### src/logic/fp_format_pkg.sv
package fp_format_pkg;

    // binary32 field layout, sign bit on top
    // [31]    sign
    // [30:23] biased exponent
    // [22:0]  stored fraction, hidden one implied

    localparam int sp_exp_w  = 8;   // exponent field width
    localparam int sp_frac_w = 23;  // stored fraction width

    // binary64 uses the same layout with exp_w 11 and frac_w 52.
    // Operand width and bias are derived per module from exp_w and frac_w.

endpackage

### src/logic/fp_op_pkg.sv
package fp_op_pkg;

    // operation selected by the requester
    typedef enum logic
    {
        op_add = 1'b0,
        op_mul = 1'b1
    } fp_op_t;

    // result range flags, returned with every result
    typedef struct packed
    {
        logic overflow;   // saturated to largest finite
        logic underflow;  // flushed to signed zero
    } fp_status_t;

endpackage

### src/logic/fp_operands_if.sv
interface fp_operands_if import fp_format_pkg::*, fp_op_pkg::*;
#(
    parameter int exp_w  = sp_exp_w,
    parameter int frac_w = sp_frac_w
)
();

    logic              sign_a;
    logic              sign_b;
    logic [exp_w-1:0]  exp_a;   // biased exponent
    logic [exp_w-1:0]  exp_b;
    logic [frac_w:0]   sig_a;   // hidden one on top
    logic [frac_w:0]   sig_b;
    fp_op_t            op;
    logic              valid;

    modport source
    (
        output sign_a, sign_b, exp_a, exp_b, sig_a, sig_b, op, valid
    );

    modport sink
    (
        input sign_a, sign_b, exp_a, exp_b, sig_a, sig_b, op, valid
    );

endinterface

### src/logic/fp_raw_if.sv
interface fp_raw_if import fp_format_pkg::*;
#(
    parameter int exp_w  = sp_exp_w,
    parameter int frac_w = sp_frac_w
)
();

    // value = sig / 2**(2*frac_w) * 2**(exp - bias), two integer bits in sig
    logic                      sign;
    logic signed [exp_w+1:0]   exp;        // biased, room for out of range values
    logic [2*frac_w+1:0]       sig;
    logic                      exact_zero; // cancellation, packs as +0
    logic                      valid;

    modport source
    (
        output sign, exp, sig, exact_zero, valid
    );

    modport sink
    (
        input sign, exp, sig, exact_zero, valid
    );

endinterface

### src/logic/fp_add_core.sv
module fp_add_core import fp_format_pkg::*, fp_op_pkg::*;
#(
    parameter int exp_w  = sp_exp_w,
    parameter int frac_w = sp_frac_w
)
(
    input  logic          clk,
    input  logic          rst,
    fp_operands_if.sink   ops,
    fp_raw_if.source      raw
);

    localparam int sig_w = frac_w + 1;
    localparam int sum_w = 2 * sig_w + 1;  // carry bit plus sig_w guard bits
    localparam logic [exp_w-1:0] far_limit = exp_w'(frac_w + 1);

    logic              take;
    logic              a_larger;
    logic              eff_sub;
    logic              far_apart;
    logic              big_sign;
    logic [exp_w-1:0]  big_exp;
    logic [exp_w-1:0]  small_exp;
    logic [exp_w-1:0]  exp_diff;
    logic [sig_w-1:0]  big_sig;
    logic [sig_w-1:0]  small_sig;
    logic [sum_w-1:0]  big_ext;
    logic [sum_w-1:0]  small_ext;
    logic [sum_w-1:0]  sum;

    assign take = ops.valid && (ops.op == op_add);

    always_comb
    begin
        // larger magnitude: exponent first, then significand
        a_larger = (ops.exp_a > ops.exp_b) ||
                   ((ops.exp_a == ops.exp_b) && (ops.sig_a >= ops.sig_b));
        if (a_larger)
        begin
            big_sign  = ops.sign_a;
            big_exp   = ops.exp_a;
            big_sig   = ops.sig_a;
            small_exp = ops.exp_b;
            small_sig = ops.sig_b;
        end
        else
        begin
            big_sign  = ops.sign_b;
            big_exp   = ops.exp_b;
            big_sig   = ops.sig_b;
            small_exp = ops.exp_a;
            small_sig = ops.sig_a;
        end
        exp_diff  = big_exp - small_exp;
        far_apart = exp_diff > far_limit;  // larger operand passes through
        eff_sub   = ops.sign_a ^ ops.sign_b;

        // guard bits keep the aligned operand exact up to the limit
        big_ext   = {1'b0, big_sig, {sig_w{1'b0}}};
        small_ext = far_apart ? '0 : ({1'b0, small_sig, {sig_w{1'b0}}} >> exp_diff);
        sum       = eff_sub ? (big_ext - small_ext) : (big_ext + small_ext);
    end

    always_ff @(posedge clk)
    begin
        if (rst)
            raw.valid <= 1'b0;
        else
            raw.valid <= take;
    end

    always_ff @(posedge clk)
    begin
        if (take)
        begin
            raw.sign       <= big_sign;
            raw.exp        <= {2'b00, big_exp};
            raw.sig        <= sum[sum_w-1:1];  // drop lowest guard bit
            raw.exact_zero <= (sum == '0);     // only on full cancellation
        end
    end

endmodule

### src/logic/fp_mul_core.sv
module fp_mul_core import fp_format_pkg::*, fp_op_pkg::*;
#(
    parameter int exp_w  = sp_exp_w,
    parameter int frac_w = sp_frac_w
)
(
    input  logic          clk,
    input  logic          rst,
    fp_operands_if.sink   ops,
    fp_raw_if.source      raw
);

    localparam logic signed [exp_w+1:0] bias = (exp_w + 2)'((1 << (exp_w - 1)) - 1);

    logic                     take;
    logic                     prod_sign;
    logic signed [exp_w+1:0]  exp_sum;
    logic [2*frac_w+1:0]      product;

    assign take = ops.valid && (ops.op == op_mul);

    assign prod_sign = ops.sign_a ^ ops.sign_b;

    // two extra bits hold results past either end of the range
    assign exp_sum = $signed({2'b00, ops.exp_a}) + $signed({2'b00, ops.exp_b}) - bias;

    // 1.f * 1.f lands in [1,4), full width so nothing is lost before truncation
    assign product = ops.sig_a * ops.sig_b;

    always_ff @(posedge clk)
    begin
        if (rst)
            raw.valid <= 1'b0;
        else
            raw.valid <= take;
    end

    always_ff @(posedge clk)
    begin
        if (take)
        begin
            raw.sign       <= prod_sign;
            raw.exp        <= exp_sum;
            raw.sig        <= product;
            raw.exact_zero <= 1'b0;  // normal inputs never give zero
        end
    end

endmodule

### src/logic/fp_norm_pack.sv
module fp_norm_pack import fp_format_pkg::*, fp_op_pkg::*;
#(
    parameter int exp_w  = sp_exp_w,
    parameter int frac_w = sp_frac_w,
    localparam int op_w  = 1 + exp_w + frac_w
)
(
    input  logic            clk,
    input  logic            rst,
    fp_raw_if.sink          add_raw,
    fp_raw_if.sink          mul_raw,
    output logic [op_w-1:0] result,
    output fp_status_t      status,
    output logic            done
);

    localparam int raw_w = 2 * frac_w + 2;
    localparam logic signed [exp_w+1:0] max_code = (exp_w + 2)'((1 << exp_w) - 2);
    localparam logic signed [exp_w+1:0] min_code = (exp_w + 2)'(1);

    logic                     any_valid;
    logic                     sel_sign;
    logic                     sel_zero;
    logic signed [exp_w+1:0]  sel_exp;
    logic [raw_w-1:0]         sel_sig;
    logic                     found;
    logic [exp_w+1:0]         lead_zeros;
    logic [raw_w-1:0]         norm_sig;
    logic signed [exp_w+1:0]  norm_exp;
    logic [op_w-1:0]          next_result;
    fp_status_t               next_status;

    assign any_valid = add_raw.valid | mul_raw.valid;

    // only one core is valid per transaction
    assign sel_sign = add_raw.valid ? add_raw.sign       : mul_raw.sign;
    assign sel_zero = add_raw.valid ? add_raw.exact_zero : mul_raw.exact_zero;
    assign sel_exp  = add_raw.valid ? add_raw.exp        : mul_raw.exp;
    assign sel_sig  = add_raw.valid ? add_raw.sig        : mul_raw.sig;

    always_comb
    begin
        found      = 1'b0;
        lead_zeros = '0;
        for (int i = raw_w - 1; i >= 0; i--)
        begin
            if (!found)
            begin
                if (sel_sig[i])
                    found = 1'b1;
                else
                    lead_zeros = lead_zeros + 1'b1;
            end
        end
        // leading one moved to the top bit, hidden one sits one below the point
        norm_sig = sel_sig << lead_zeros;
        norm_exp = sel_exp + (exp_w + 2)'(1) - $signed(lead_zeros);

        next_status = '0;
        if (sel_zero)
            next_result = '0;  // +0 on cancellation
        else if (norm_exp > max_code)
        begin
            next_result = {sel_sign, max_code[exp_w-1:0], {frac_w{1'b1}}};
            next_status.overflow = 1'b1;
        end
        else if (norm_exp < min_code)
        begin
            next_result = {sel_sign, {(op_w - 1){1'b0}}};
            next_status.underflow = 1'b1;
        end
        else
            next_result = {sel_sign, norm_exp[exp_w-1:0], norm_sig[raw_w-2 -: frac_w]};
    end

    always_ff @(posedge clk)
    begin
        if (rst)
        begin
            result <= '0;
            status <= '0;
            done   <= 1'b0;
        end
        else
        begin
            done <= any_valid;
            if (any_valid)
            begin
                result <= next_result;  // held until the next operation
                status <= next_status;
            end
        end
    end

endmodule

### src/logic/fp_req_ctrl.sv
module fp_req_ctrl import fp_format_pkg::*, fp_op_pkg::*;
#(
    parameter int exp_w  = sp_exp_w,
    parameter int frac_w = sp_frac_w,
    localparam int op_w  = 1 + exp_w + frac_w
)
(
    input  logic            clk,
    input  logic            rst,
    input  logic            req,
    input  fp_op_t          op,
    input  logic [op_w-1:0] x,
    input  logic [op_w-1:0] y,
    input  logic            done,
    output logic            ack,
    output logic            start,
    output fp_op_t          op_q,
    output logic [op_w-1:0] x_q,
    output logic [op_w-1:0] y_q
);

    typedef enum logic [1:0]
    {
        st_waiting,
        st_busy,
        st_acknowledging,
        st_releasing
    } state_t;

    state_t state;
    logic   accept;

    assign accept = (state == st_waiting) && req;  // ack is always low here

    always_ff @(posedge clk)
    begin
        if (rst)
        begin
            state <= st_waiting;
            ack   <= 1'b0;
            start <= 1'b0;
        end
        else
        begin
            start <= accept;  // one cycle launch
            case (state)
                st_waiting:
                    if (req)
                        state <= st_busy;
                st_busy:
                    if (done)
                    begin
                        ack   <= 1'b1;
                        state <= st_acknowledging;
                    end
                st_acknowledging:
                    if (!req)
                        state <= st_releasing;  // requester let go
                st_releasing:
                begin
                    ack   <= 1'b0;
                    state <= st_waiting;
                end
                default:
                    state <= st_waiting;
            endcase
        end
    end

    // operands held for the whole transaction
    always_ff @(posedge clk)
    begin
        if (accept)
        begin
            op_q <= op;
            x_q  <= x;
            y_q  <= y;
        end
    end

endmodule

### src/logic/fp_unit.sv
module fp_unit import fp_format_pkg::*, fp_op_pkg::*;
#(
    parameter int exp_w  = sp_exp_w,
    parameter int frac_w = sp_frac_w,
    localparam int op_w  = 1 + exp_w + frac_w
)
(
    input  logic            clk,
    input  logic            rst,
    input  logic            req,
    input  fp_op_t          op,
    input  logic [op_w-1:0] x,
    input  logic [op_w-1:0] y,
    output logic            ack,
    output logic [op_w-1:0] result,
    output fp_status_t      status
);

    logic            start;
    logic            done;
    fp_op_t          op_q;
    logic [op_w-1:0] x_q;
    logic [op_w-1:0] y_q;

    fp_operands_if #(.exp_w(exp_w), .frac_w(frac_w)) ops ();
    fp_raw_if      #(.exp_w(exp_w), .frac_w(frac_w)) add_raw ();
    fp_raw_if      #(.exp_w(exp_w), .frac_w(frac_w)) mul_raw ();

    fp_req_ctrl #(.exp_w(exp_w), .frac_w(frac_w)) u_ctrl
    (
        .clk   (clk),
        .rst   (rst),
        .req   (req),
        .op    (op),
        .x     (x),
        .y     (y),
        .done  (done),
        .ack   (ack),
        .start (start),
        .op_q  (op_q),
        .x_q   (x_q),
        .y_q   (y_q)
    );

    fp_unpack #(.exp_w(exp_w), .frac_w(frac_w)) u_unpack
    (
        .clk   (clk),
        .rst   (rst),
        .start (start),
        .op_q  (op_q),
        .x_q   (x_q),
        .y_q   (y_q),
        .ops   (ops.source)
    );

    fp_add_core #(.exp_w(exp_w), .frac_w(frac_w)) u_add
    (
        .clk (clk),
        .rst (rst),
        .ops (ops.sink),
        .raw (add_raw.source)
    );

    fp_mul_core #(.exp_w(exp_w), .frac_w(frac_w)) u_mul
    (
        .clk (clk),
        .rst (rst),
        .ops (ops.sink),
        .raw (mul_raw.source)
    );

    fp_norm_pack #(.exp_w(exp_w), .frac_w(frac_w)) u_pack
    (
        .clk     (clk),
        .rst     (rst),
        .add_raw (add_raw.sink),
        .mul_raw (mul_raw.sink),
        .result  (result),
        .status  (status),
        .done    (done)
    );

endmodule

### src/logic/fp_unpack.sv
module fp_unpack import fp_format_pkg::*, fp_op_pkg::*;
#(
    parameter int exp_w  = sp_exp_w,
    parameter int frac_w = sp_frac_w,
    localparam int op_w  = 1 + exp_w + frac_w
)
(
    input  logic            clk,
    input  logic            rst,
    input  logic            start,
    input  fp_op_t          op_q,
    input  logic [op_w-1:0] x_q,
    input  logic [op_w-1:0] y_q,
    fp_operands_if.source   ops
);

    logic              x_sign;
    logic              y_sign;
    logic [exp_w-1:0]  x_exp;
    logic [exp_w-1:0]  y_exp;
    logic [frac_w:0]   x_sig;
    logic [frac_w:0]   y_sig;

    // field split, inputs are normal so the hidden one is always set
    assign x_sign = x_q[op_w-1];
    assign y_sign = y_q[op_w-1];
    assign x_exp  = x_q[op_w-2 -: exp_w];
    assign y_exp  = y_q[op_w-2 -: exp_w];
    assign x_sig  = {1'b1, x_q[frac_w-1:0]};
    assign y_sig  = {1'b1, y_q[frac_w-1:0]};

    always_ff @(posedge clk)
    begin
        if (rst)
            ops.valid <= 1'b0;
        else
            ops.valid <= start;
    end

    always_ff @(posedge clk)
    begin
        if (start)
        begin
            ops.sign_a <= x_sign;
            ops.sign_b <= y_sign;
            ops.exp_a  <= x_exp;
            ops.exp_b  <= y_exp;
            ops.sig_a  <= x_sig;
            ops.sig_b  <= y_sig;
            ops.op     <= op_q;
        end
    end

endmodule

### config.mk
export PLATFORM = sky130hd
export DESIGN_NAME = fp_unit
export DESIGN_NICKNAME = d
export VERILOG_FILES = /design/src/logic/fp_format_pkg.sv /design/src/logic/fp_op_pkg.sv /design/src/logic/fp_operands_if.sv /design/src/logic/fp_raw_if.sv /design/src/logic/fp_add_core.sv /design/src/logic/fp_mul_core.sv /design/src/logic/fp_norm_pack.sv /design/src/logic/fp_req_ctrl.sv /design/src/logic/fp_unit.sv /design/src/logic/fp_unpack.sv
export SDC_FILE = /design/constraint.sdc
export NUM_CORES = 2
export LEC_CHECK = 0
export ABC_AREA = 0
export BUFFER_PORTS_ARGS = -buffer_cell sky130_fd_sc_hd__buf_4
export CORE_MARGIN = 2
export CORE_UTILIZATION = 50
export CTS_CLUSTER_DIAMETER = 100
export DETAILED_ROUTE_END_ITERATION = 10
export PLACE_DENSITY = 0.77
export SYNTH_ARGS = -nofsm -noshare
export SYNTH_HDL_FRONTEND = slang
export SYNTH_SLANG_ARGS = --single-unit
### constraint.sdc
create_clock -name clk -period 32.7 [get_ports clk]
set_input_delay 4.905 -clock clk [delete_from_list [all_inputs] [get_ports clk]]
set_output_delay 4.905 -clock clk [all_outputs]
set_load 0.01 [all_outputs]
==> flow_results.org <==
** Worst setup path
- Counting buffers and inverters, the worst setup path is 165 cells deep.
- Most used cell along the critical path :: sky130_fd_sc_hd__ha_1
- At the worst endpoint, the required time is 33.23 ns.
- Crit path buf inv count :: 11
- Largest fanout of any net on the critical path :: 6
- In this run the critical register-to-register path is launched from u_mul.raw.sig[45]$_DFFE_PP_.
- Logic depth of the worst register-to-register path :: 165
- For this design, the slowest cell found on the critical path is sky130_fd_sc_hd__or4_4.
- Cell family with most CP delay :: adder cells
- The worst setup path is captured at a register.
- Largest stage delay on the critical path :: 0.48 ns
- Endpoint of the worst register-to-register path :: u_pack.result[12]$_SDFFE_PP0P_
- Element type at the critical path start :: register
- Data arrives at the worst endpoint at 31.51 ns.
- Register-to-register setup slack :: 1.72 ns
- The critical path in this run is classified as register to register.

** STA
- Max-slew headroom at the worst pin :: 0.1199
- Transition time at the pin with the least slew margin :: 1.310 ns
- Setup violations remaining at the end of the flow were counted as 0.
- Max-slew violation count :: 0
- Portion of the clock cycle consumed by the worst path in the final layout :: 0.9473
- Count of endpoints failing hold in the final timing report :: 0
- Across the routed clock network, the largest skew measured is 0.02482 ns.
- Timing would allow up to 32.28 MHz.
- The clock period could shrink to 30.98 ns.
- Setup slack on the critical path of the routed design comes to 1.725 ns.

** CTS
- The number of clock buffers added by TritonCTS is 30.
- Clock Sinks :: 289
- Cts-stage hold buffer count :: 0
- The tree is rooted in a sky130_fd_sc_hd__clkbuf_16.
- Clock Path Buffers :: 3
- In this run the number of H-tree levels came out at 1.
- After clock tree synthesis, the clock-pin slew on the worst setup and hold paths is 0.07 ns.
- Clock tree from TritonCTS :: built
- The clock reaches the later pin of the worst-skew pair after 0.60 ns.

** Logic synthesis
- Sequential fraction of the synthesis area :: 0.1770
- Total nets after synthesis :: 6221
- Share of synthesized flip-flops with an asynchronous set or reset :: 0
- The average instance in the mapped netlist occupies 8.774 µm².
- After synthesis the cells add up to 46660 µm².
- Count of state elements after synthesis :: 289
- Post-Syn Instances :: 5318
- Top FF cell, synth :: sky130_fd_sc_hd__edfxtp_1
- During synthesis, Yosys emitted a total of 0 warnings.
- Distinct cell type count after synthesis :: 118
- Number of enable flip-flop cells after synthesis :: 247

** Layout
- In the final layout, flip-flops and latches occupy 8263 µm².
- Area of the multi-input gates :: 35330 µm²
- The area growth from synthesis to layout is 7.589%.
- Fraction of final layout cells with drive strength greater than 1 :: 0.09357
- Final layout net count :: 6214
- The library cell used most frequently in the layout, excluding fill and tap cells, is sky130_fd_sc_hd__nand2_1.
- Fill cells in the final layout number 8326.
- The top cell types in the final layout, fill and taps aside, are 632 x sky130_fd_sc_hd__nand2_1, 629 x sky130_fd_sc_hd__inv_1, 484 x sky130_fd_sc_hd__fa_1.
- After routing the design area is 50200 µm².

** Place
- Port-buffer cells :: 102
- The placed instances occupy a cell area of 48780 µm².
- Detailed placement finished with a half-perimeter wire length of 102300 µm.
- The congestion estimate from routability-driven global placement came to 0.9938.
- Setup slack after placement :: -0.5748 ns

** Floorplanning
- Die area :: 95780 µm²
- 103 I/O pins were placed.
- The die is 309.5 µm tall.
- Horiz. Die Dim :: 309.5 µm
- Placeable core area :: 92910 µm²
- The initial utilization of the core area, before any placement, comes to 0.5022.
- Number of core rows :: 112

** Route
- The routed layout has 39498 vias.
- Dividing the detail-routed wire length by the instance count gives 20.07 µm.
- After detailed routing, the number of remaining DRC violations is 0.
- The detail route stage leaves a number of antenna-violating nets equal to 0.
- Using the TritonRoute via totals, the vias-per-cell ratio works out to 5.995.
- The routed design has 132200 µm of wire.
- The first detailed-routing pass ran for 6 iterations.
- Number of DRC markers after the initial detailed-route iteration :: 3554

** Global routing
- In this run the most used layer during global routing was met2.
- For this run the aggregate overflow at the end of global routing stands at 0.
- Entering global routing, the biggest net connects 90 pins.
- The first global-routing pass estimated 209500 µm of wire.
- Aggregate global-route resource usage :: 0.2741
- M2 GR Usage :: 0.4473
- For this run, global-route usage on met1 was measured as 0.3757.
- The via count of the first global-routing pass was 38865.
- Initial antenna violation count :: 3
- Met3 layer usage reported by global route :: 0.03484

** Outcome
- The flow ran to the end, and the final reports show no timing, DRC or antenna violations.

** Hold path
- Along the worst hold path, the cell count comes to 0.
- The startpoint identified for the worst hold timing path is u_ctrl.y_q[30]$_DFFE_PP_.
- Worst min-delay path class :: register to register
- The path with the worst hold slack has its endpoint at u_unpack.ops.exp_b[7]$_DFFE_PP_.

** Run
- Max-cap violations in this run came to 0.
[flip-flops by register name (all words and copies together), names as in the netlist, 2 cells and up]
| signal | count |
|---|---|
| u_unpack.ops.sig_b | 23 |
| u_unpack.ops.exp_a | 8 |
| u_ctrl.state | 2 |
| u_add.raw.sig | 48 |
| u_pack.result | 32 |
| u_unpack.ops.exp_b | 8 |
| u_mul.raw.exp | 10 |
| u_mul.raw.sig | 48 |
| u_add.raw.exp | 8 |
| u_ctrl.x_q | 32 |
| u_pack.status | 2 |
| u_unpack.ops.sig_a | 23 |
| u_ctrl.y_q | 32 |
[worst register-to-register path, delay by kind of cell (launching register included)]
family                   cells  cell delay [ns]
AO/OA/AOI/OAI               45             7.54
XOR/XNOR                     2             0.29
adder cells (fa/ha/maj)     47            13.69
buffers and inverters       11             0.98
flip-flops                   1             0.44
multiplexers                21             4.13
AND/OR/NAND/NOR             39             3.83
[timing repair]
| item | in CTS | in global routing |
|---|---|---|
| hold endpoints to repair | 0 | 0 |
| gates resized for setup | 7 | 54 |
| pin swaps | 0 | 18 |
| setup buffers | 0 | 24 |
| endpoints found under the setup margin | 23 | 33 |
[how the worst max path moves through the flow]
stage | endpoint | startpoint | slack, ns
6_report | u_pack.result[12]$_SDFFE_PP0P_ | u_mul.raw.sig[45]$_DFFE_PP_ | 1.72
3_3_place_gp | u_pack.result[12]$_SDFFE_PP0P_ | u_add.raw.valid$_SDFF_PP0_ | 0.45
2_1_floorplan | u_pack.result[12]$_SDFFE_PP0P_ | u_add.raw.valid$_SDFF_PP0_ | 0.04
5_1_grt | u_pack.result[12]$_SDFFE_PP0P_ | u_add.raw.sig[46]$_DFFE_PP_ | -0.19
4_1_cts | u_pack.result[12]$_SDFFE_PP0P_ | u_add.raw.valid$_SDFF_PP0_ | 0.03
3_5_place_dp | u_pack.result[12]$_SDFFE_PP0P_ | u_add.raw.valid$_SDFF_PP0_ | -0.57
[Yosys cell counts, drive strengths merged, types with 121 or more instances]
cell    number  area, µm²
edfxtp     247       7417
mux2i      173       1772
nor2       380       1436
a21oi      263       1324
ha         350       4379
and2       259       1620
fa         485       9709
xnor2      165       1550
clkbuf     217      814.5
inv        635       2384
nand2      635       2386
o21ai      237       1190
nand3      121      610.6
[logic make-up after synthesis]
kind of cell,Yosys count,share of synthesized area
and+or+nand+nor,1805,0.1853
AOI/OAI and AO/OA,969,0.1346
buffers and inverters,898,0.07345
adders and majority gates,840,0.3030
DFF,289,0.1770
xor gates and xnor gates,262,0.06141
muxes,255,0.06516
[per-layer routing]
metal	vias up	routed length, µm
met2	1848	61070
met4	2	5117
li1	18091	-
met3	343	11350
met1	19214	54690
met5	-	8
[layout make-up]
| type | instances | share of cell area |
|---|---|---|
| Sequential cell | 289 | 0.1646 |
| Clock inverter | 20 | 0.004038 |
| Antenna cell | 2 | 0.00009970 |
| Tap cell | 1254 | 0.03125 |
| Inverter | 638 | 0.04770 |
| Timing Repair Buffer | 221 | 0.03320 |
| Multi-Input combinational cell | 4131 | 0.7039 |
| Clock buffer | 34 | 0.01525 |
[per-stage QoR]
step	hold WS [ns]	TNS, ns	utilization	cells
after global routing	0.4175	-0.8607	0.5403	6587
after detailed placement	0.4045	-7.471	0.5250	6509
after CTS	0.4133	0	0.5358	6563
after floorplan	0.4003	0	-	5318
final	0.4120	0	0.5403	6589
after global placement	0.4007	0	0.5250	6509
Power is left out: the tool's default activity adds up to more than one toggle a clock period on the data nets, which glitch-free logic cannot reach.
